===== config.mk =====
export PLATFORM = sky130hd
export DESIGN_NAME = i2f_top
export DESIGN_NICKNAME = d
export VERILOG_FILES = /design/src/logic/i2f_pkg.sv /design/src/logic/i2f_top.sv /design/src/logic/i2f_round_pack.sv /design/src/logic/i2f_normalize.sv /design/src/logic/i2f_capture.sv /design/src/logic/lzc.sv
export SDC_FILE = /design/constraint.sdc
export NUM_CORES = 1
export LEC_CHECK = 0
export BUFFER_PORTS_ARGS = -buffer_cell sky130_fd_sc_hd__buf_4
export CAP_MARGIN = 5
export CORE_ASPECT_RATIO = 1.5
export CORE_UTILIZATION = 44
export CTS_BUF_LIST = sky130_fd_sc_hd__clkbuf_4 sky130_fd_sc_hd__clkbuf_8
export DETAILED_ROUTE_END_ITERATION = 10
export GPL_ROUTABILITY_DRIVEN = 0
export PLACE_DENSITY = 0.63
export SLEW_MARGIN = 40
export SYNTH_ARGS = -nofsm -noshare
export SYNTH_HDL_FRONTEND = slang
export SYNTH_SLANG_ARGS = --single-unit

===== constraint.sdc =====
create_clock -name clk_i -period 7 [get_ports clk_i]
set_clock_uncertainty 0.1 [all_clocks]
set_input_delay 1.4 -clock clk_i [delete_from_list [all_inputs] [get_ports clk_i]]
set_output_delay 1.4 -clock clk_i [all_outputs]
set_load 0.005 [all_outputs]

===== src/logic/i2f_pkg.sv =====
// Integer to float shared definitions
package i2f_pkg;

  // Width of the integer operand and of the packed result word
  localparam int unsigned OperandWidth = 32;

  // Number of bits needed to hold a zero count over one operand
  localparam int unsigned CntWidth = $clog2(OperandWidth);

  // Exponent field of a single-precision word
  localparam int unsigned ExpWidth = 8;

  // Fraction field of a single-precision word, hidden bit not included
  localparam int unsigned FracWidth = 23;

  // Bias added to the true exponent before it is packed
  localparam int unsigned ExpBias = 127;

  // Conversion opcode presented with each operand
  // The signed form reads the top bit as a sign, the unsigned form does not
  typedef enum logic [0:0] {
    I2F_OP_SIGNED   = 1'b0,
    I2F_OP_UNSIGNED = 1'b1
  } i2f_op_e;

endpackage

===== src/logic/i2f_top.sv =====
// Integer to float converter
module i2f_top (
  input  logic                                clk_i,
  input  logic                                reset_i,
  input  logic                                in_valid_i,
  input  i2f_pkg::i2f_op_e                    op_i,
  input  logic [i2f_pkg::OperandWidth-1:0]    operand_i,
  output logic                                out_valid_o,
  output logic [i2f_pkg::OperandWidth-1:0]    result_o,
  output logic                                inexact_o
);

  // Capture to normalize
  logic                             s1_valid;
  logic                             s1_sign;
  logic [i2f_pkg::OperandWidth-1:0] s1_mag;

  // Normalize to round and pack
  logic                             s2_valid;
  logic                             s2_sign;
  logic                             s2_zero;
  logic [i2f_pkg::ExpWidth-1:0]     s2_exp;
  logic [i2f_pkg::OperandWidth-1:0] s2_mant;

  // First stage forms sign and magnitude
  i2f_capture u_capture (
    .clk_i      (clk_i),
    .reset_i    (reset_i),
    .in_valid_i (in_valid_i),
    .op_i       (op_i),
    .operand_i  (operand_i),
    .s1_valid_o (s1_valid),
    .s1_sign_o  (s1_sign),
    .s1_mag_o   (s1_mag)
  );

  // Second stage lines the leading one up with the MSB
  i2f_normalize u_normalize (
    .clk_i      (clk_i),
    .reset_i    (reset_i),
    .s1_valid_i (s1_valid),
    .s1_sign_i  (s1_sign),
    .s1_mag_i   (s1_mag),
    .s2_valid_o (s2_valid),
    .s2_sign_o  (s2_sign),
    .s2_zero_o  (s2_zero),
    .s2_exp_o   (s2_exp),
    .s2_mant_o  (s2_mant)
  );

  // Third stage rounds and drives the outputs
  i2f_round_pack u_round_pack (
    .clk_i       (clk_i),
    .reset_i     (reset_i),
    .s2_valid_i  (s2_valid),
    .s2_sign_i   (s2_sign),
    .s2_zero_i   (s2_zero),
    .s2_exp_i    (s2_exp),
    .s2_mant_i   (s2_mant),
    .out_valid_o (out_valid_o),
    .result_o    (result_o),
    .inexact_o   (inexact_o)
  );

endmodule


===== src/logic/i2f_round_pack.sv =====
// Conversion round and pack stage
module i2f_round_pack (
  input  logic                                clk_i,
  input  logic                                reset_i,
  input  logic                                s2_valid_i,
  input  logic                                s2_sign_i,
  input  logic                                s2_zero_i,
  input  logic [i2f_pkg::ExpWidth-1:0]        s2_exp_i,
  input  logic [i2f_pkg::OperandWidth-1:0]    s2_mant_i,
  output logic                                out_valid_o,
  output logic [i2f_pkg::OperandWidth-1:0]    result_o,
  output logic                                inexact_o
);

  // Position of the guard bit, just below the 24-bit significand
  localparam int unsigned GuardPos = i2f_pkg::OperandWidth - i2f_pkg::FracWidth - 2;

  logic [i2f_pkg::FracWidth:0]      significand;
  logic                             guard;
  logic                             sticky;
  logic                             round_up;
  logic [i2f_pkg::FracWidth+1:0]    rounded;
  logic                             carry;
  logic [i2f_pkg::ExpWidth-1:0]     final_exp;
  logic [i2f_pkg::FracWidth-1:0]    final_frac;
  logic [i2f_pkg::OperandWidth-1:0] packed_word;

  // Top 24 bits carry the hidden one and the fraction
  assign significand = s2_mant_i[i2f_pkg::OperandWidth-1 -: i2f_pkg::FracWidth+1];
  assign guard       = s2_mant_i[GuardPos];
  // Everything below the guard bit folds into sticky
  assign sticky      = |s2_mant_i[GuardPos-1:0];

  // Round to nearest, ties go to the even significand
  assign round_up = guard & (sticky | significand[0]);

  // One extra bit catches the carry out of an all-ones significand
  assign rounded = {1'b0, significand} + (i2f_pkg::FracWidth + 2)'(round_up);
  assign carry   = rounded[i2f_pkg::FracWidth+1];

  // On carry the value becomes the next power of two
  // so the exponent steps up and the fraction clears
  assign final_exp  = s2_exp_i + i2f_pkg::ExpWidth'(carry);
  assign final_frac = carry ? '0 : rounded[i2f_pkg::FracWidth-1:0];

  // A zero input packs to +0, the counter's exponent is meaningless there
  assign packed_word = s2_zero_i ? '0 : {s2_sign_i, final_exp, final_frac};

  always_ff @(posedge clk_i) begin
    if (reset_i) begin
      out_valid_o <= 1'b0;
    end else begin
      out_valid_o <= s2_valid_i;
    end
  end

  // Result and flag are held until the next strobe replaces them
  always_ff @(posedge clk_i) begin
    if (s2_valid_i) begin
      result_o  <= packed_word;
      // Any bit dropped below the significand makes the result inexact
      inexact_o <= ~s2_zero_i & (guard | sticky);
    end
  end

endmodule


===== src/logic/i2f_normalize.sv =====
// Conversion normalize stage
module i2f_normalize (
  input  logic                                clk_i,
  input  logic                                reset_i,
  input  logic                                s1_valid_i,
  input  logic                                s1_sign_i,
  input  logic [i2f_pkg::OperandWidth-1:0]    s1_mag_i,
  output logic                                s2_valid_o,
  output logic                                s2_sign_o,
  output logic                                s2_zero_o,
  output logic [i2f_pkg::ExpWidth-1:0]        s2_exp_o,
  output logic [i2f_pkg::OperandWidth-1:0]    s2_mant_o
);

  // Exponent for a magnitude whose MSB is already in the top position
  localparam logic [i2f_pkg::ExpWidth-1:0] ExpTop =
      i2f_pkg::ExpWidth'(i2f_pkg::ExpBias + i2f_pkg::OperandWidth - 1);

  logic [i2f_pkg::CntWidth-1:0]     lz_cnt;
  logic                             lz_empty;
  logic [i2f_pkg::OperandWidth-1:0] shifted;
  logic [i2f_pkg::ExpWidth-1:0]     biased_exp;

  // Count from the MSB to find how far the magnitude sits from the top
  lzc #(
    .WIDTH (i2f_pkg::OperandWidth),
    .MODE  (1'b1)
  ) u_lzc (
    .in_i    (s1_mag_i),
    .cnt_o   (lz_cnt),
    .empty_o (lz_empty)
  );

  // Shift the leading one up to the MSB
  // A zero magnitude stays zero whatever the count is
  assign shifted = s1_mag_i << lz_cnt;

  // Every position the leading one moves up lowers the exponent by one
  assign biased_exp = ExpTop - i2f_pkg::ExpWidth'(lz_cnt);

  always_ff @(posedge clk_i) begin
    if (reset_i) begin
      s2_valid_o <= 1'b0;
    end else begin
      s2_valid_o <= s1_valid_i;
    end
  end

  // Payload moves forward with the strobe
  always_ff @(posedge clk_i) begin
    if (s1_valid_i) begin
      s2_sign_o <= s1_sign_i;
      s2_zero_o <= lz_empty;
      s2_exp_o  <= biased_exp;
      s2_mant_o <= shifted;
    end
  end

endmodule


===== src/logic/i2f_capture.sv =====
// Conversion input stage
module i2f_capture (
  input  logic                                clk_i,
  input  logic                                reset_i,
  input  logic                                in_valid_i,
  input  i2f_pkg::i2f_op_e                    op_i,
  input  logic [i2f_pkg::OperandWidth-1:0]    operand_i,
  output logic                                s1_valid_o,
  output logic                                s1_sign_o,
  output logic [i2f_pkg::OperandWidth-1:0]    s1_mag_o
);

  logic                             is_signed;
  logic                             negative;
  logic [i2f_pkg::OperandWidth-1:0] magnitude;

  // Only a signed conversion gives meaning to the top bit
  assign is_signed = (op_i == i2f_pkg::I2F_OP_SIGNED);
  assign negative  = is_signed & operand_i[i2f_pkg::OperandWidth-1];

  // Two's complement negation, the most negative value maps onto 2^31
  // which is still representable as an unsigned magnitude
  assign magnitude = negative ? (~operand_i + 1'b1) : operand_i;

  // The strobe register is the only control state here
  always_ff @(posedge clk_i) begin
    if (reset_i) begin
      s1_valid_o <= 1'b0;
    end else begin
      s1_valid_o <= in_valid_i;
    end
  end

  // Sign and magnitude are only loaded alongside a strobe
  always_ff @(posedge clk_i) begin
    if (in_valid_i) begin
      s1_sign_o <= negative;
      s1_mag_o  <= magnitude;
    end
  end

endmodule


===== src/logic/lzc.sv =====
// Leading and trailing zero counter
module lzc #(
  // Number of bits in the vector being counted
  parameter int unsigned WIDTH = 2,
  // Set to 1 to count from the MSB, to 0 to count from the LSB
  parameter bit          MODE  = 1'b0,
  // Count width follows from WIDTH and is not meant to be overridden
  localparam int unsigned CNT_WIDTH = (WIDTH > 1) ? $clog2(WIDTH) : 1
) (
  input  logic [WIDTH-1:0]     in_i,
  output logic [CNT_WIDTH-1:0] cnt_o,
  output logic                 empty_o
);

  if (WIDTH == 1) begin : gen_single

    // A single bit has only one index, so the count is always zero
    assign cnt_o   = '0;
    assign empty_o = ~in_i[0];

  end else begin : gen_tree

    // The tree is padded up to the next power of two
    localparam int unsigned Leaves = 2 ** CNT_WIDTH;

    logic [WIDTH-1:0]     ordered;
    logic [2*Leaves-2:0]  node_hit;
    logic [CNT_WIDTH-1:0] node_idx [2*Leaves-1];

    // In leading mode the vector is mirrored so that index 0 is the MSB
    always_comb begin : mirror
      for (int unsigned i = 0; i < WIDTH; i++) begin
        ordered[i] = MODE ? in_i[WIDTH-1-i] : in_i[i];
      end
    end

    // Heap layout with the root at node 0 and the leaves at Leaves-1 upward
    // Each inner node is the OR of its children and keeps the index of the
    // lower child that has a set bit
    always_comb begin : build_tree
      for (int unsigned i = 0; i < Leaves; i++) begin
        if (i < WIDTH) begin
          node_hit[Leaves-1+i] = ordered[i];
          node_idx[Leaves-1+i] = CNT_WIDTH'(i);
        end else begin
          // Padding leaves never hit and point at the last real index
          node_hit[Leaves-1+i] = 1'b0;
          node_idx[Leaves-1+i] = CNT_WIDTH'(WIDTH - 1);
        end
      end
      for (int n = int'(Leaves) - 2; n >= 0; n--) begin
        node_hit[n] = node_hit[2*n+1] | node_hit[2*n+2];
        node_idx[n] = node_hit[2*n+1] ? node_idx[2*n+1] : node_idx[2*n+2];
      end
    end

    // With no bit set the root falls through to the right edge
    // so an empty vector reports the maximum index
    assign cnt_o   = node_idx[0];
    assign empty_o = ~node_hit[0];

  end

endmodule


Yosys cells after proc, flatten, opt, wreduce, memory -nomap -nowiden:

Cells that the tools add are included.

* output and inout bits: 34
* register bits: 111
* logic and storage cells: 91

* multiplexer cells: 32
* add/sub/neg operators: 4
* reductions and logical operators: 2
* bitwise logic cells: 40
* shift operators: 1

Operator list (count)
* $or A1 B1 Y1: 33
* $add A32 B1 Y32 const B: 1
* $mux W32: 1
* $not A32 Y32: 1
* $shl A32 B5 Y32: 1
* $add A24 B1 Y25: 1
* $mux W1: 16
* $mux W2: 8
* $mux W3: 4
* $add A8 B1 Y8: 1
* $mux W4: 2
* $sub A8 B5 Y8 const A: 1
* $reduce_or A7 Y1: 1
* $mux W5: 1
* $and A1 B1 Y1: 3
* $not A1 Y1: 3
* $reduce_or A2 Y1: 1

Depth between registers and ports, before layout:

Gate-level depths: netlist of run 1.

* depth in word-level cells: 6
* gate-level depth with buffers: 13
* gate-level depth less buffers: 13

Modules after synthesis:

From an unflattened synthesis of run 1, not the netlist that was laid out.

* cell total of the unflattened synthesis: 599
* area, all modules: 6937.9 µm²

Modules (own cells, without submodules)
* i2f_normalize: cells each 236, times used 1, sequential area each 1281.2 µm², area an instance 3031.7 µm²
* i2f_round_pack: cells each 165, times used 1, sequential area each 1011.0 µm², area an instance 1834.3 µm²
* i2f_capture: cells each 141, times used 1, sequential area each 1011.0 µm², area an instance 1724.2 µm²
* lzc: cells each 57, times used 1, sequential area each 0.0 µm², area an instance 347.8 µm²

Worst setup path after synthesis of run 1:

Ideal clock, no wire load.

* path kind: input -> register
* start: in operand_i[4] in the netlist's numbering
* end: reg u_capture.s1_mag_o[30] in the netlist's numbering, data pin
* path slack: 3644 ps
* library setup time: 266 ps
* buffers on the path: 0
* cell stages on the path: 8
* arrival time: 2990 ps
* path through: nor3_1 nand4b_1 nor2_1 nand3_1 nor4_1 nand2_1 o41ai_1 xnor2_1

* cells in the longest elaborated chain, start to end: 3

RTL lines
* start: declaration: RTL line i2f_top.sv:7 `input logic [i2f_pkg::OperandWidth-1:0] operand_i,`
* $not A32 Y32: RTL line i2f_capture.sv:23 `assign magnitude = negative ? (~operand_i + 1'b1) : operand_i;`
* $add A32 B1 Y32: RTL line i2f_capture.sv:23
* $mux W32: RTL line i2f_capture.sv:23
* via u_capture.magnitude, one bit: RTL line i2f_capture.sv:15 `logic [i2f_pkg::OperandWidth-1:0] magnitude;`
* end signal: assignment: RTL line i2f_capture.sv:38 `s1_mag_o <= magnitude;`
* end: declaration: RTL line i2f_capture.sv:10 `output logic [i2f_pkg::OperandWidth-1:0] s1_mag_o`

The timed path passes the listed nets, and every way through them passes these cells.
A chain may end at the register's enable or synchronous reset.

Final worst setup path of run 1:

* start: reg u_capture.s1_mag_o[26] in the netlist's numbering
* end: reg u_normalize.s2_mant_o[30] in the netlist's numbering, data pin

* cells in the longest elaborated chain, start to end: 6
* elaborated cells between the ends (all ways): 9

RTL lines
* $or A1 B1 Y1: RTL line lzc.sv:52 `node_hit[n] = node_hit[2*n+1] | node_hit[2*n+2];`
* $mux W2 or $or A1 B1 Y1 (tied branches): RTL line lzc.sv:53, lzc.sv:52
* $mux W3 or $or A1 B1 Y1 (tied branches): RTL line lzc.sv:53, lzc.sv:52
* $mux W4 or $or A1 B1 Y1 (tied branches): RTL line lzc.sv:53, lzc.sv:52
* $mux W5: RTL line lzc.sv:53 `node_idx[n] = node_hit[2*n+1] ? node_idx[2*n+1] : node_idx[2*n+2];`
* $shl A32 B5 Y32 *: RTL line i2f_normalize.sv:36 `assign shifted = s1_mag_i << lz_cnt;`
* via u_normalize.shifted, one bit: RTL line i2f_normalize.sv:21 `logic [i2f_pkg::OperandWidth-1:0] shifted;`
* end signal: assignment: RTL line i2f_normalize.sv:55 `s2_mant_o <= shifted;`
* end: declaration: RTL line i2f_normalize.sv:12 `output logic [i2f_pkg::OperandWidth-1:0] s2_mant_o`

The timed path passes the listed nets; every way through them passes the cells marked *.

==> flow_summary.yaml, run 1 <==
sta:
  relSlewSlack_pct: 40.2
  fin_crit_sh_pct: 62.7
  maxSlewViolCount: 0
  hold_viol: 0
  max_freq_ghz: 0.228
  setup_ws_ns: 2.61
  tns_ns: 0
  finalSetupViolations: 0
  rsz0062_at_grt: "no"
  min_period_ns: 4.39
  worst_slew_pin_slew_ns: 0.894
routing:
  wl_met2_mm: 8.85
  wl_per_cell_um: 18.3
  wl_met1_mm: 6.09
  finalWirelength_mm: 16.9
  vias: 5523
  route.top_layer_used: "met4"
  drt-initial-drc-count: 553
  ant_nets: 0
  drc: 0
  drtPass1Iterations: 5
  vias_per_cell: 5.96
  wl_met3_um: 871
run_status:
  outcome: "completed"
logic_synthesis:
  synth_cell_types: 73
  synth_nets: 706
  avgSynthCellArea_um2: 10.3
  synth_top_area_cell: "edfxtp_1"
  synth_enable_flop_cells: 108
  postSynthCellCount: 666
  async_flop_share_pct: 0
  synth_area_um2: 6870
  ys.flop_type: "edfxtp_1"
  yosys_warnings: 0
  yosysSeqAreaShare_pct: 48.1
  synth_seq_cells: 111
  synth_top_area_share_pct: 47.2
  synthTopCellsByArea: "edfxtp_1, mux2i_1, nor2_1, xnor2_1, xor2_1"
global_route:
  grt_usage_pct: 21.1
  grt-ovfl-total: 0
  grt_pass1_wl_mm: 26.5
  grt_max_degree: 44
  grt_pass1_vias: 5169
  antenna_found_initial: 0
power:
  peakVddDrop_v: 0.0000982
  pwr-share-comb_pct: 23.4
  cellPowerDensity_nw_per_um2: 210
  power_frac_clock_pct: 24.6
  p_seq_share_pct: 52.0
  p_leak_nw: 2.91
  swShare_pct: 31.5
  intPower_w: 0.00112
  switchingPower_w: 0.000516
worst_setup_path:
  worstPathMaxFanout: 40
  critical_path_class: "flip-flop to flip-flop"
  cp-start-kind: "flip-flop"
  critical_path.cell_chain: "nor4_2 > and2_1 > and3_1 > o32ai_4 > buf_4 > inv_2 > mux2_2 > a221oi_1 > o31ai_1"
  arrival_ns: 4.41
  critPathMaxStageDelay_ns: 0.67
  cp.required_ns: 7.02
  slowest_stage: "and2_1"
  worstSetupEndpointType: "flip-flop"
clocking:
  cts_max_path_buffers: 2
  numCtsBuffers: 9
  cts_resized: 0
  clockRootBuffer: "clkbuf_8"
  post_cts_buffers: 0
  cts_htree_levels: 3
  cts.sinks: 111
  cts_hold_buf: 0
  path_clk_slew_ns: 0.11
  clock_latency_ns: 0.39
  tritoncts: "yes"
final_layout:
  area_growth_pct: 13.6
  diodes: 0
  nets: 762
  finish.instance_area_um2: 7800
  nFillCells: 1409
  drive_above_1_share_pct: 16.4
floorplanning:
  start_util_pct: 45.4
  ioPinCount: 70
  fp.dieH_um: 155
  die_w_um: 104
  die-area_um2: 16100
  fp-row-count: 55
  core-area_um2: 15100
worst_hold_path:
  worst_hold_path_type: "flip-flop to flip-flop"
job:
  maxCapViolations: 0
placement:
  preCtsSetupSlack_ns: 2.48
  postPlaceCellArea_um2: 7570
  hpwlAfterDp_mm: 12.7
  port_buffers: 69
[power groups by stage]
stage | Sequential (W) | Combinational (W) | Clock, W
2_1_floorplan | 0.000852 | 0.000259 | 0
3_3_place_gp | 0.000861 | 0.000365 | 0
3_5_place_dp | 0.000865 | 0.000370 | 0
4_1_cts | 0.000849 | 0.000372 | 0.000407
5_1_grt | 0.000858 | 0.000412 | 0.000431
6_report | 0.000851 | 0.000384 | 0.000403
[metrics by stage]
step	power, W	util [%]	cells	hold WS, ns
after floorplan	0.00111	-	666	0.300
after global routing	0.00170	51.5	926	0.348
after global placement	0.00123	50.0	909	0.312
final	0.00164	51.5	926	0.335
after CTS	0.00163	51.3	925	0.341
after detailed placement	0.00123	50.0	909	0.314
[worst max-delay path, delay by kind of cell, from the launching register on]
| kind | cells | cell delay (ns) |
|---|---|---|
| buffers and inverters | 2 | 0.72 |
| multiplexers | 1 | 0.40 |
| flip-flops | 1 | 0.50 |
| AND/OR/NAND/NOR | 3 | 1.65 |
| AO/OA/AOI/OAI | 3 | 0.75 |
[layer usage]
layer	vias to the layer above	track usage, %
met5	-	0
met4	0	14.0
met3	81	3.02
met2	236	39.5
met1	2581	21.9
li1	2625	-
[flip-flops by register name, summed over array words and instances, names as in the netlist]
| signal | cells |
|---|---|
| u_normalize.s2_exp_o | 8 |
| u_normalize.s2_valid_o | 1 |
| u_normalize.s2_zero_o | 1 |
| u_round_pack.out_valid_o | 1 |
| u_normalize.s2_sign_o | 1 |
| u_normalize.s2_mant_o | 32 |
| u_capture.s1_mag_o | 32 |
| u_capture.s1_sign_o | 1 |
| u_round_pack.inexact_o | 1 |
| u_round_pack.result_o | 32 |
| u_capture.s1_valid_o | 1 |
[logic make-up (layout without fill, tap and decap cells)]
family	after synthesis	in the layout	share of synthesized area, %
AOI/OAI and AO/OA	154	154	15.3
xor gates and xnor gates	60	60	7.65
adders and majority gates	4	4	0.728
buffers and inverters	51	112	3.28
DFF	111	111	48.1
muxes	53	53	8.32
and+or+nand+nor	233	233	16.7
[final cells by class]
class / instances / area (um^2) / share of cell area (%)
Sequential cell: 111 / 3300 / 42.3
Multi-Input combinational cell: 504 / 3390 / 43.4
Clock buffer: 9 / 124 / 1.59
Inverter: 18 / 67.6 / 0.866
Clock inverter: 7 / 80.1 / 1.03
Timing Repair Buffer: 78 / 593 / 7.60
Tap cell: 199 / 249 / 3.19
[final timing paths]
kind	slack, ns	endpoint	startpoint	cells after the start
setup / recovery	2.61	u_normalize.s2_mant_o[30]	u_capture.s1_mag_o[26]	9
setup reg to reg	2.61	u_normalize.s2_mant_o[30]	u_capture.s1_mag_o[26]	9
hold reg to reg	0.34	u_normalize.s2_sign_o	u_capture.s1_sign_o	0
hold / removal	0.34	u_normalize.s2_sign_o	u_capture.s1_sign_o	0
[cells in the final DEF (no fill, tap or decap), drive strengths merged, types with 3 or more instances in the layout]
cell type  count
nor2          87
nor3          16
a22oi          3
o21ai         25
nand4          6
xnor2         31
a21oi         41
o221ai         4
nand2         36
buf           78
mux2           7
clkbuf         9
nor4          15
or4            3
a221o          4
dfxtp          3
a31oi          7
nor2b         14
ha             4
a221oi         5
edfxtp       108
inv           20
o211ai         5
mux2i         44
nand2b         4
a211oi        22
o21a           3
or2            3
o41ai          4
and3          10
xor2          29
and2          11
o31ai          6
o22ai          4
nand3         19
[Yosys cell counts, types with 3 or more instances]
master    instances
a211oi_1         21
a21oi_1          40
a221o_1           4
a221oi_1          5
a22oi_1           3
a31oi_1           7
and2_1           10
and3_1           10
buf_2             9
buf_4             3
clkbuf_1         19
dfxtp_1           3
edfxtp_1        108
ha_1              4
inv_1            17
mux2_2            7
mux2i_1          43
nand2_1          36
nand2b_1          3
nand3_1          19
nand4_1           6
nor2_1           87
nor2b_1          14
nor3_1           16
nor4_1           14
o211ai_1          5
o21a_1            3
o21ai_0          18
o21ai_1           7
o221ai_1          4
o22ai_1           4
o31ai_1           6
o41ai_1           4
xnor2_1          31
xor2_1           29
(Power assumes the default switching activity.)
==> inputs of run 2 (changes only) <==
ABC_AREA = 1   (was not set)
PLACE_DENSITY = 0.66   (was 0.63)
clock period = 4 ns   (was 7 ns; I/O delays follow)
==> run 2 against run 1 <==
Against the previous run: cell area is 3.6% higher; via count is 12% higher; register-to-register slack worse by 2.0 ns; largest power group unchanged.
==> flow_summary.yaml, run 2 <==
floorplanning:
  core-area_um2: 15800
  fp.dieH_um: 159
  start_util_pct: 45.4
  die_w_um: 106
  die-area_um2: 16900
  fp-row-count: 56
  ioPinCount: 70
clocking:
  post_cts_buffers: 0
  cts_max_path_buffers: 2
  cts_resized: 0
  clockRootBuffer: "clkbuf_8"
  cts.sinks: 111
  cts_hold_buf: 0
  clock_latency_ns: 0.40
  path_clk_slew_ns: 0.11
  tritoncts: "yes"
  numCtsBuffers: 9
  cts_htree_levels: 3
placement:
  port_buffers: 69
  postPlaceCellArea_um2: 7860
  hpwlAfterDp_mm: 11.9
sta:
  finalSetupViolations: 0
  maxSlewViolCount: 0
  min_period_ns: 3.44
  max_freq_ghz: 0.291
  rsz0062_at_grt: "no"
  hold_viol: 0
  holdWs_ns: 0.327
  relSlewSlack_pct: 52.6
  worst_slew_pin_slew_ns: 0.706
  tns_ns: 0
  fin_crit_sh_pct: 86.0
worst_hold_path:
  whs_path_depth: 2
  hp-start: "u_capture.s1_valid_o"
  worst_hold_path_type: "flip-flop to flip-flop"
  min_to: "u_normalize.s2_valid_o"
final_layout:
  nFillCells: 1600
  drive_above_1_share_pct: 12.7
  nets: 1017
  finish.instance_area_um2: 8090
  mostFrequentLayoutCell: "nand3_1"
  area_growth_pct: 12.4
  diodes: 0
  top_regs: "u_capture.s1_mag_o: 32 flops, u_normalize.s2_mant_o: 32 flops, u_round_pack.result_o: 32 flops"
  final_cell_mix: "nand3_1, nand2_1, edfxtp_1"
power:
  peakVddDrop_v: 0.000163
  p_leak_nw: 3.52
  cellPowerDensity_nw_per_um2: 355
logic_synthesis:
  yosysSeqAreaShare_pct: 45.9
  synth_enable_flop_cells: 108
  synth_area_um2: 7190
  synth.most_common_cell: "nand3_1"
  postSynthCellCount: 920
  synthTopCellsByArea: "edfxtp_1, nand3_1, nand2_1, inv_1, nor2_1"
  synth_nets: 960
  synth_top_area_share_pct: 45.1
  async_flop_share_pct: 0
  synthTopCellsByCount: "nand3_1, nand2_1, edfxtp_1"
  synth_seq_cells: 111
  yosys_warnings: 0
  avgSynthCellArea_um2: 7.82
  synth_cell_types: 40
  synth_top_area_cell: "edfxtp_1"
  ys.flop_type: "edfxtp_1"
routing:
  vias: 6198
  vias_per_cell: 5.23
  drc: 0
  wl_per_cell_um: 13.0
  finalWirelength_mm: 15.4
  drtPass1Iterations: 5
  drt-initial-drc-count: 458
  ant_nets: 0
global_route:
  grt_max_degree: 43
  grt-ovfl-total: 0
  antenna_found_initial: 0
  grt_pass1_vias: 5608
  grt_pass1_wl_mm: 25.2
  grt_usage_pct: 19.1
worst_setup_path:
  timing.rr.end: "u_round_pack.result_o[29]"
  worstSetupEndpointType: "flip-flop"
  worstPathMaxFanout: 4
  ff2ff_path_depth: 20
  cp.required_ns: 4.05
  cp-start-kind: "flip-flop"
  critical_path_class: "flip-flop to flip-flop"
  arrival_ns: 3.49
  reg2reg_setup_slack_ns: 0.56
  r2r-start: "u_normalize.s2_mant_o[7]"
run_status:
  outcome: "completed"
job:
  maxCapViolations: 0
## run 2: final cells by class
| cell class | instances | area [um^2] | share of cell area, % |
|---|---|---|---|
| well taps | 203 | 254 | 3.14 |
| inverters | 110 | 413 | 5.11 |
| clock inverters | 7 | 90.1 | 1.11 |
| clock buffers | 9 | 124 | 1.53 |
| multi-input cells | 665 | 3300 | 40.8 |
| repair buffers | 80 | 601 | 7.43 |
| flip-flops and latches | 111 | 3300 | 40.9 |
## run 2: worst max path at each step
stage | startpoint | endpoint | cells past startpoint
after detailed placement | u_normalize.s2_mant_o[7] | u_round_pack.result_o[29] | 20
after floorplan | u_normalize.s2_mant_o[7] | u_round_pack.result_o[29] | 20
after CTS | u_normalize.s2_mant_o[7] | u_round_pack.result_o[29] | 20
final | u_normalize.s2_mant_o[7] | u_round_pack.result_o[29] | 20
after global placement | u_normalize.s2_mant_o[7] | u_round_pack.result_o[29] | 20
after global routing | u_normalize.s2_mant_o[7] | u_round_pack.result_o[29] | 20
## run 2: critical path: stages (launching register included)
cell,delay [ns]
edfxtp_1,0.38
nand2_1,0.07
inv_1,0.08
ha_1,0.16
nand2_1,0.09
nor3_2,0.26
nand2_1,0.09
nor2_1,0.14
nand3_1,0.08
nor3_1,0.24
nand4_1,0.14
nor4_1,0.35
ha_1,0.25
ha_1,0.17
nand2_1,0.06
nor2_1,0.08
inv_1,0.05
nor2_1,0.12
nand2_1,0.08
xor2_1,0.13
nor2_1,0.05
## run 2: kinds of logic after synthesis
kind of cell               after synthesis  synth area share (%)
DFF                                    111                  45.9
AOI/OAI and AO/OA                       42                  3.39
xor gates and xnor gates                36                  4.38
buffers and inverters                  144                  8.32
adders and majority gates                4                 0.696
and+or+nand+nor                        583                  37.3
## run 2: metrics by stage
step	std cells	utilization (%)	total power, W	setup slack (ns)
2_1_floorplan	920	-	0.00199	1.10
3_3_place_gp	1169	49.7	0.00216	0.567
3_5_place_dp	1169	49.7	0.00217	0.460
4_1_cts	1185	51.0	0.00288	0.445
5_1_grt	1185	51.1	0.00304	0.155
6_report	1185	51.1	0.00287	0.562
## run 2: routing by layer
layer	vias up	track usage (%)	wire, um
met1	2770	20.2	6050
met2	187	35.9	8020
met4	0	10.4	656
li1	3202	-	-
met3	39	2.99	664
met5	-	0	0
## run 2: power by group
| group | total [W] | internal [W] | switching, W |
|---|---|---|---|
| logic | 0.000677 | 0.000245 | 0.000432 |
| registers | 0.00147 | 0.00140 | 0.0000689 |
| clock network | 0.000723 | 0.000302 | 0.000420 |
==> inputs of run 3 (changes only) <==
RECOVER_POWER = 25   (was not set)
==> run 3 against run 2 <==
Against the previous run: the flow now finishes with violations (capacitance limit, slew limit); via count is 0.37% lower; total power decreased by 0.14%; critical endpoint unchanged; sequential power hardly changed; first-iteration DRC count fell by 2.0%; sequential cell count stayed put; largest cell class unchanged; fmax decreased by 0.10%; largest power group unchanged.
==> flow_summary.yaml, run 3 (synthesis gave the netlist of run 2 again) <==
floorplanning:
  fp-row-count: 56
  fp.dieH_um: 159
  core-area_um2: 15800
  ioPinCount: 70
  die_w_um: 106
  die-area_um2: 16900
  start_util_pct: 45.4
worst_hold_path:
  whs_path_depth: 2
  hp-start: "u_capture.s1_valid_o"
  worst_hold_path_type: "flip-flop to flip-flop"
worst_setup_path:
  startpoint: "u_normalize.s2_mant_o[7]"
  arrival_ns: 3.50
  worstPathMaxFanout: 4
  critical_path.cell_chain: "nand2_1 > inv_1 > ha_1 > nand2_1 > nor3_2 > nand2_1 > nor2_1 > nand3_1 > nor3_1 > nand4_1 > nor4_1 > ha_1 > ha_1 > nand2_1 > nor2_1 > inv_1 > nor2_1 > nand2_1 > xor2_1 > nor2_1"
  slowest_stage: "edfxtp_1"
  critPathMaxStageDelay_ns: 0.38
  critPathTopFamily: "simple AND/OR/NAND/NOR gates"
  ff2ff_path_depth: 20
  r2r-start: "u_normalize.s2_mant_o[7]"
  critical_path_class: "flip-flop to flip-flop"
  cp.required_ns: 4.05
  worstSetupEndpointType: "flip-flop"
  crit_top_cell: "nand2_1"
  critPathBufInv: 2
  path_depth: 20
  cp-start-kind: "flip-flop"
clocking:
  cts.sinks: 111
  cts_resized: 0
  cts_htree_levels: 3
  post_cts_buffers: 0
  cts_max_path_buffers: 2
  cts_hold_buf: 0
  numCtsBuffers: 9
  tritoncts: "yes"
  clockRootBuffer: "clkbuf_8"
  path_clk_slew_ns: 0.11
  clock_latency_ns: 0.40
power:
  cellPowerDensity_nw_per_um2: 356
  p_seq_share_pct: 51.4
  power_w: 0.00287
  pwr-share-comb_pct: 23.5
  switchingPower_w: 0.000918
  swShare_pct: 32.0
  intPower_w: 0.00195
  peakVddDrop_v: 0.000163
  power_frac_clock_pct: 25.1
  p_leak_nw: 3.50
sta:
  relSlewSlack_pct: -13.4
  hold_viol: 0
  tns_ns: 0
  rsz0062_at_grt: "no"
  min_period_ns: 3.44
  finalSetupViolations: 0
  worst_slew_pin_slew_ns: 1.70
  setup_ws_ns: 0.558
  max_freq_ghz: 0.291
  maxSlewViolCount: 70
  fin_crit_sh_pct: 86.0
placement:
  hpwlAfterDp_mm: 11.9
  preCtsSetupSlack_ns: 0.460
  port_buffers: 69
global_route:
  grt_max_degree: 43
  grt_pass1_vias: 5608
  antenna_found_initial: 0
  grt_pass1_wl_mm: 25.2
  grt-ovfl-total: 0
  grt_usage_pct: 19.1
routing:
  drc: 0
  vias_per_cell: 5.21
  finalWirelength_mm: 15.4
  drtPass1Iterations: 5
  drt-initial-drc-count: 449
  vias: 6175
  ant_nets: 0
  wl_per_cell_um: 13.0
final_layout:
  final_cell_mix: "nand3_1, nand2_1, edfxtp_1"
  drive_above_1_share_pct: 12.2
  nets: 1017
  area_growth_pct: 12.2
  diodes: 0
  nFillCells: 1604
  top_regs: "u_capture.s1_mag_o: 32 flops, u_normalize.s2_mant_o: 32 flops, u_round_pack.result_o: 32 flops"
  mostFrequentLayoutCell: "nand3_1"
job:
  maxCapViolations: 2
run_status:
  outcome: "complete, but fails checks"
  violations: "capacitance limit, slew limit"
## run 3: changes by cell type in the layout (fill, tap and decap cells not counted)
cell      previous run  this run
clkbuf_1             0         5
buf_4               80        75
## run 3: worst register-to-register path: stages, from the launching register on
cell and delay [ns]:
edfxtp_1 0.38, nand2_1 0.07, inv_1 0.08, ha_1 0.16, nand2_1 0.09, nor3_2 0.26
nand2_1 0.10, nor2_1 0.14, nand3_1 0.08, nor3_1 0.24, nand4_1 0.14, nor4_1 0.35
ha_1 0.26, ha_1 0.17, nand2_1 0.06, nor2_1 0.08, inv_1 0.05, nor2_1 0.12
nand2_1 0.08, xor2_1 0.13, nor2_1 0.05
## run 3: layer usage
metal	global-route usage, %	wire length [um]	vias up
li1	-	-	3202
met4	10.4	613	0
met5	0	0	-
met3	2.99	554	33
met1	20.2	6150	2782
met2	35.9	8060	158
## run 3: layout make-up
cell class / count / area (um^2) / area share, %
Sequential cell: 111 / 3300 / 40.9
Multi-Input combinational cell: 665 / 3300 / 40.9
Timing Repair Buffer: 80 / 582 / 7.21
Inverter: 110 / 413 / 5.12
Tap cell: 203 / 254 / 3.15
Clock buffer: 9 / 124 / 1.54
Clock inverter: 7 / 90.1 / 1.12
## run 3: power groups by stage
stage	Combinational (W)	Clock, W	Sequential [W]
after global placement	0.000666	0	0.00150
after detailed placement	0.000671	0	0.00150
after global routing	0.000769	0.000784	0.00149
after CTS	0.000673	0.000737	0.00147
final	0.000675	0.000719	0.00147
after floorplan	0.000503	0	0.00149
## run 3: worst paths after layout
check / endpoint / slack (ns)
hold / removal: u_normalize.s2_valid_o / 0.33
hold reg to reg: u_normalize.s2_valid_o / 0.33
setup / recovery: u_round_pack.result_o[29] / 0.56
setup reg to reg: u_round_pack.result_o[29] / 0.56
## run 3: metrics by stage
stage | instance area (um^2) | util (%) | hold slack, ns | std cells
CTS | 8080 | 51.0 | 0.329 | 1185
detailed placement | 7860 | 49.7 | 0.313 | 1169
global placement | 7860 | 49.7 | 0.308 | 1169
floorplan | 7190 | - | 0.300 | 920
finish | 8070 | 50.9 | 0.327 | 1185
global route | 8070 | 50.9 | 0.342 | 1185
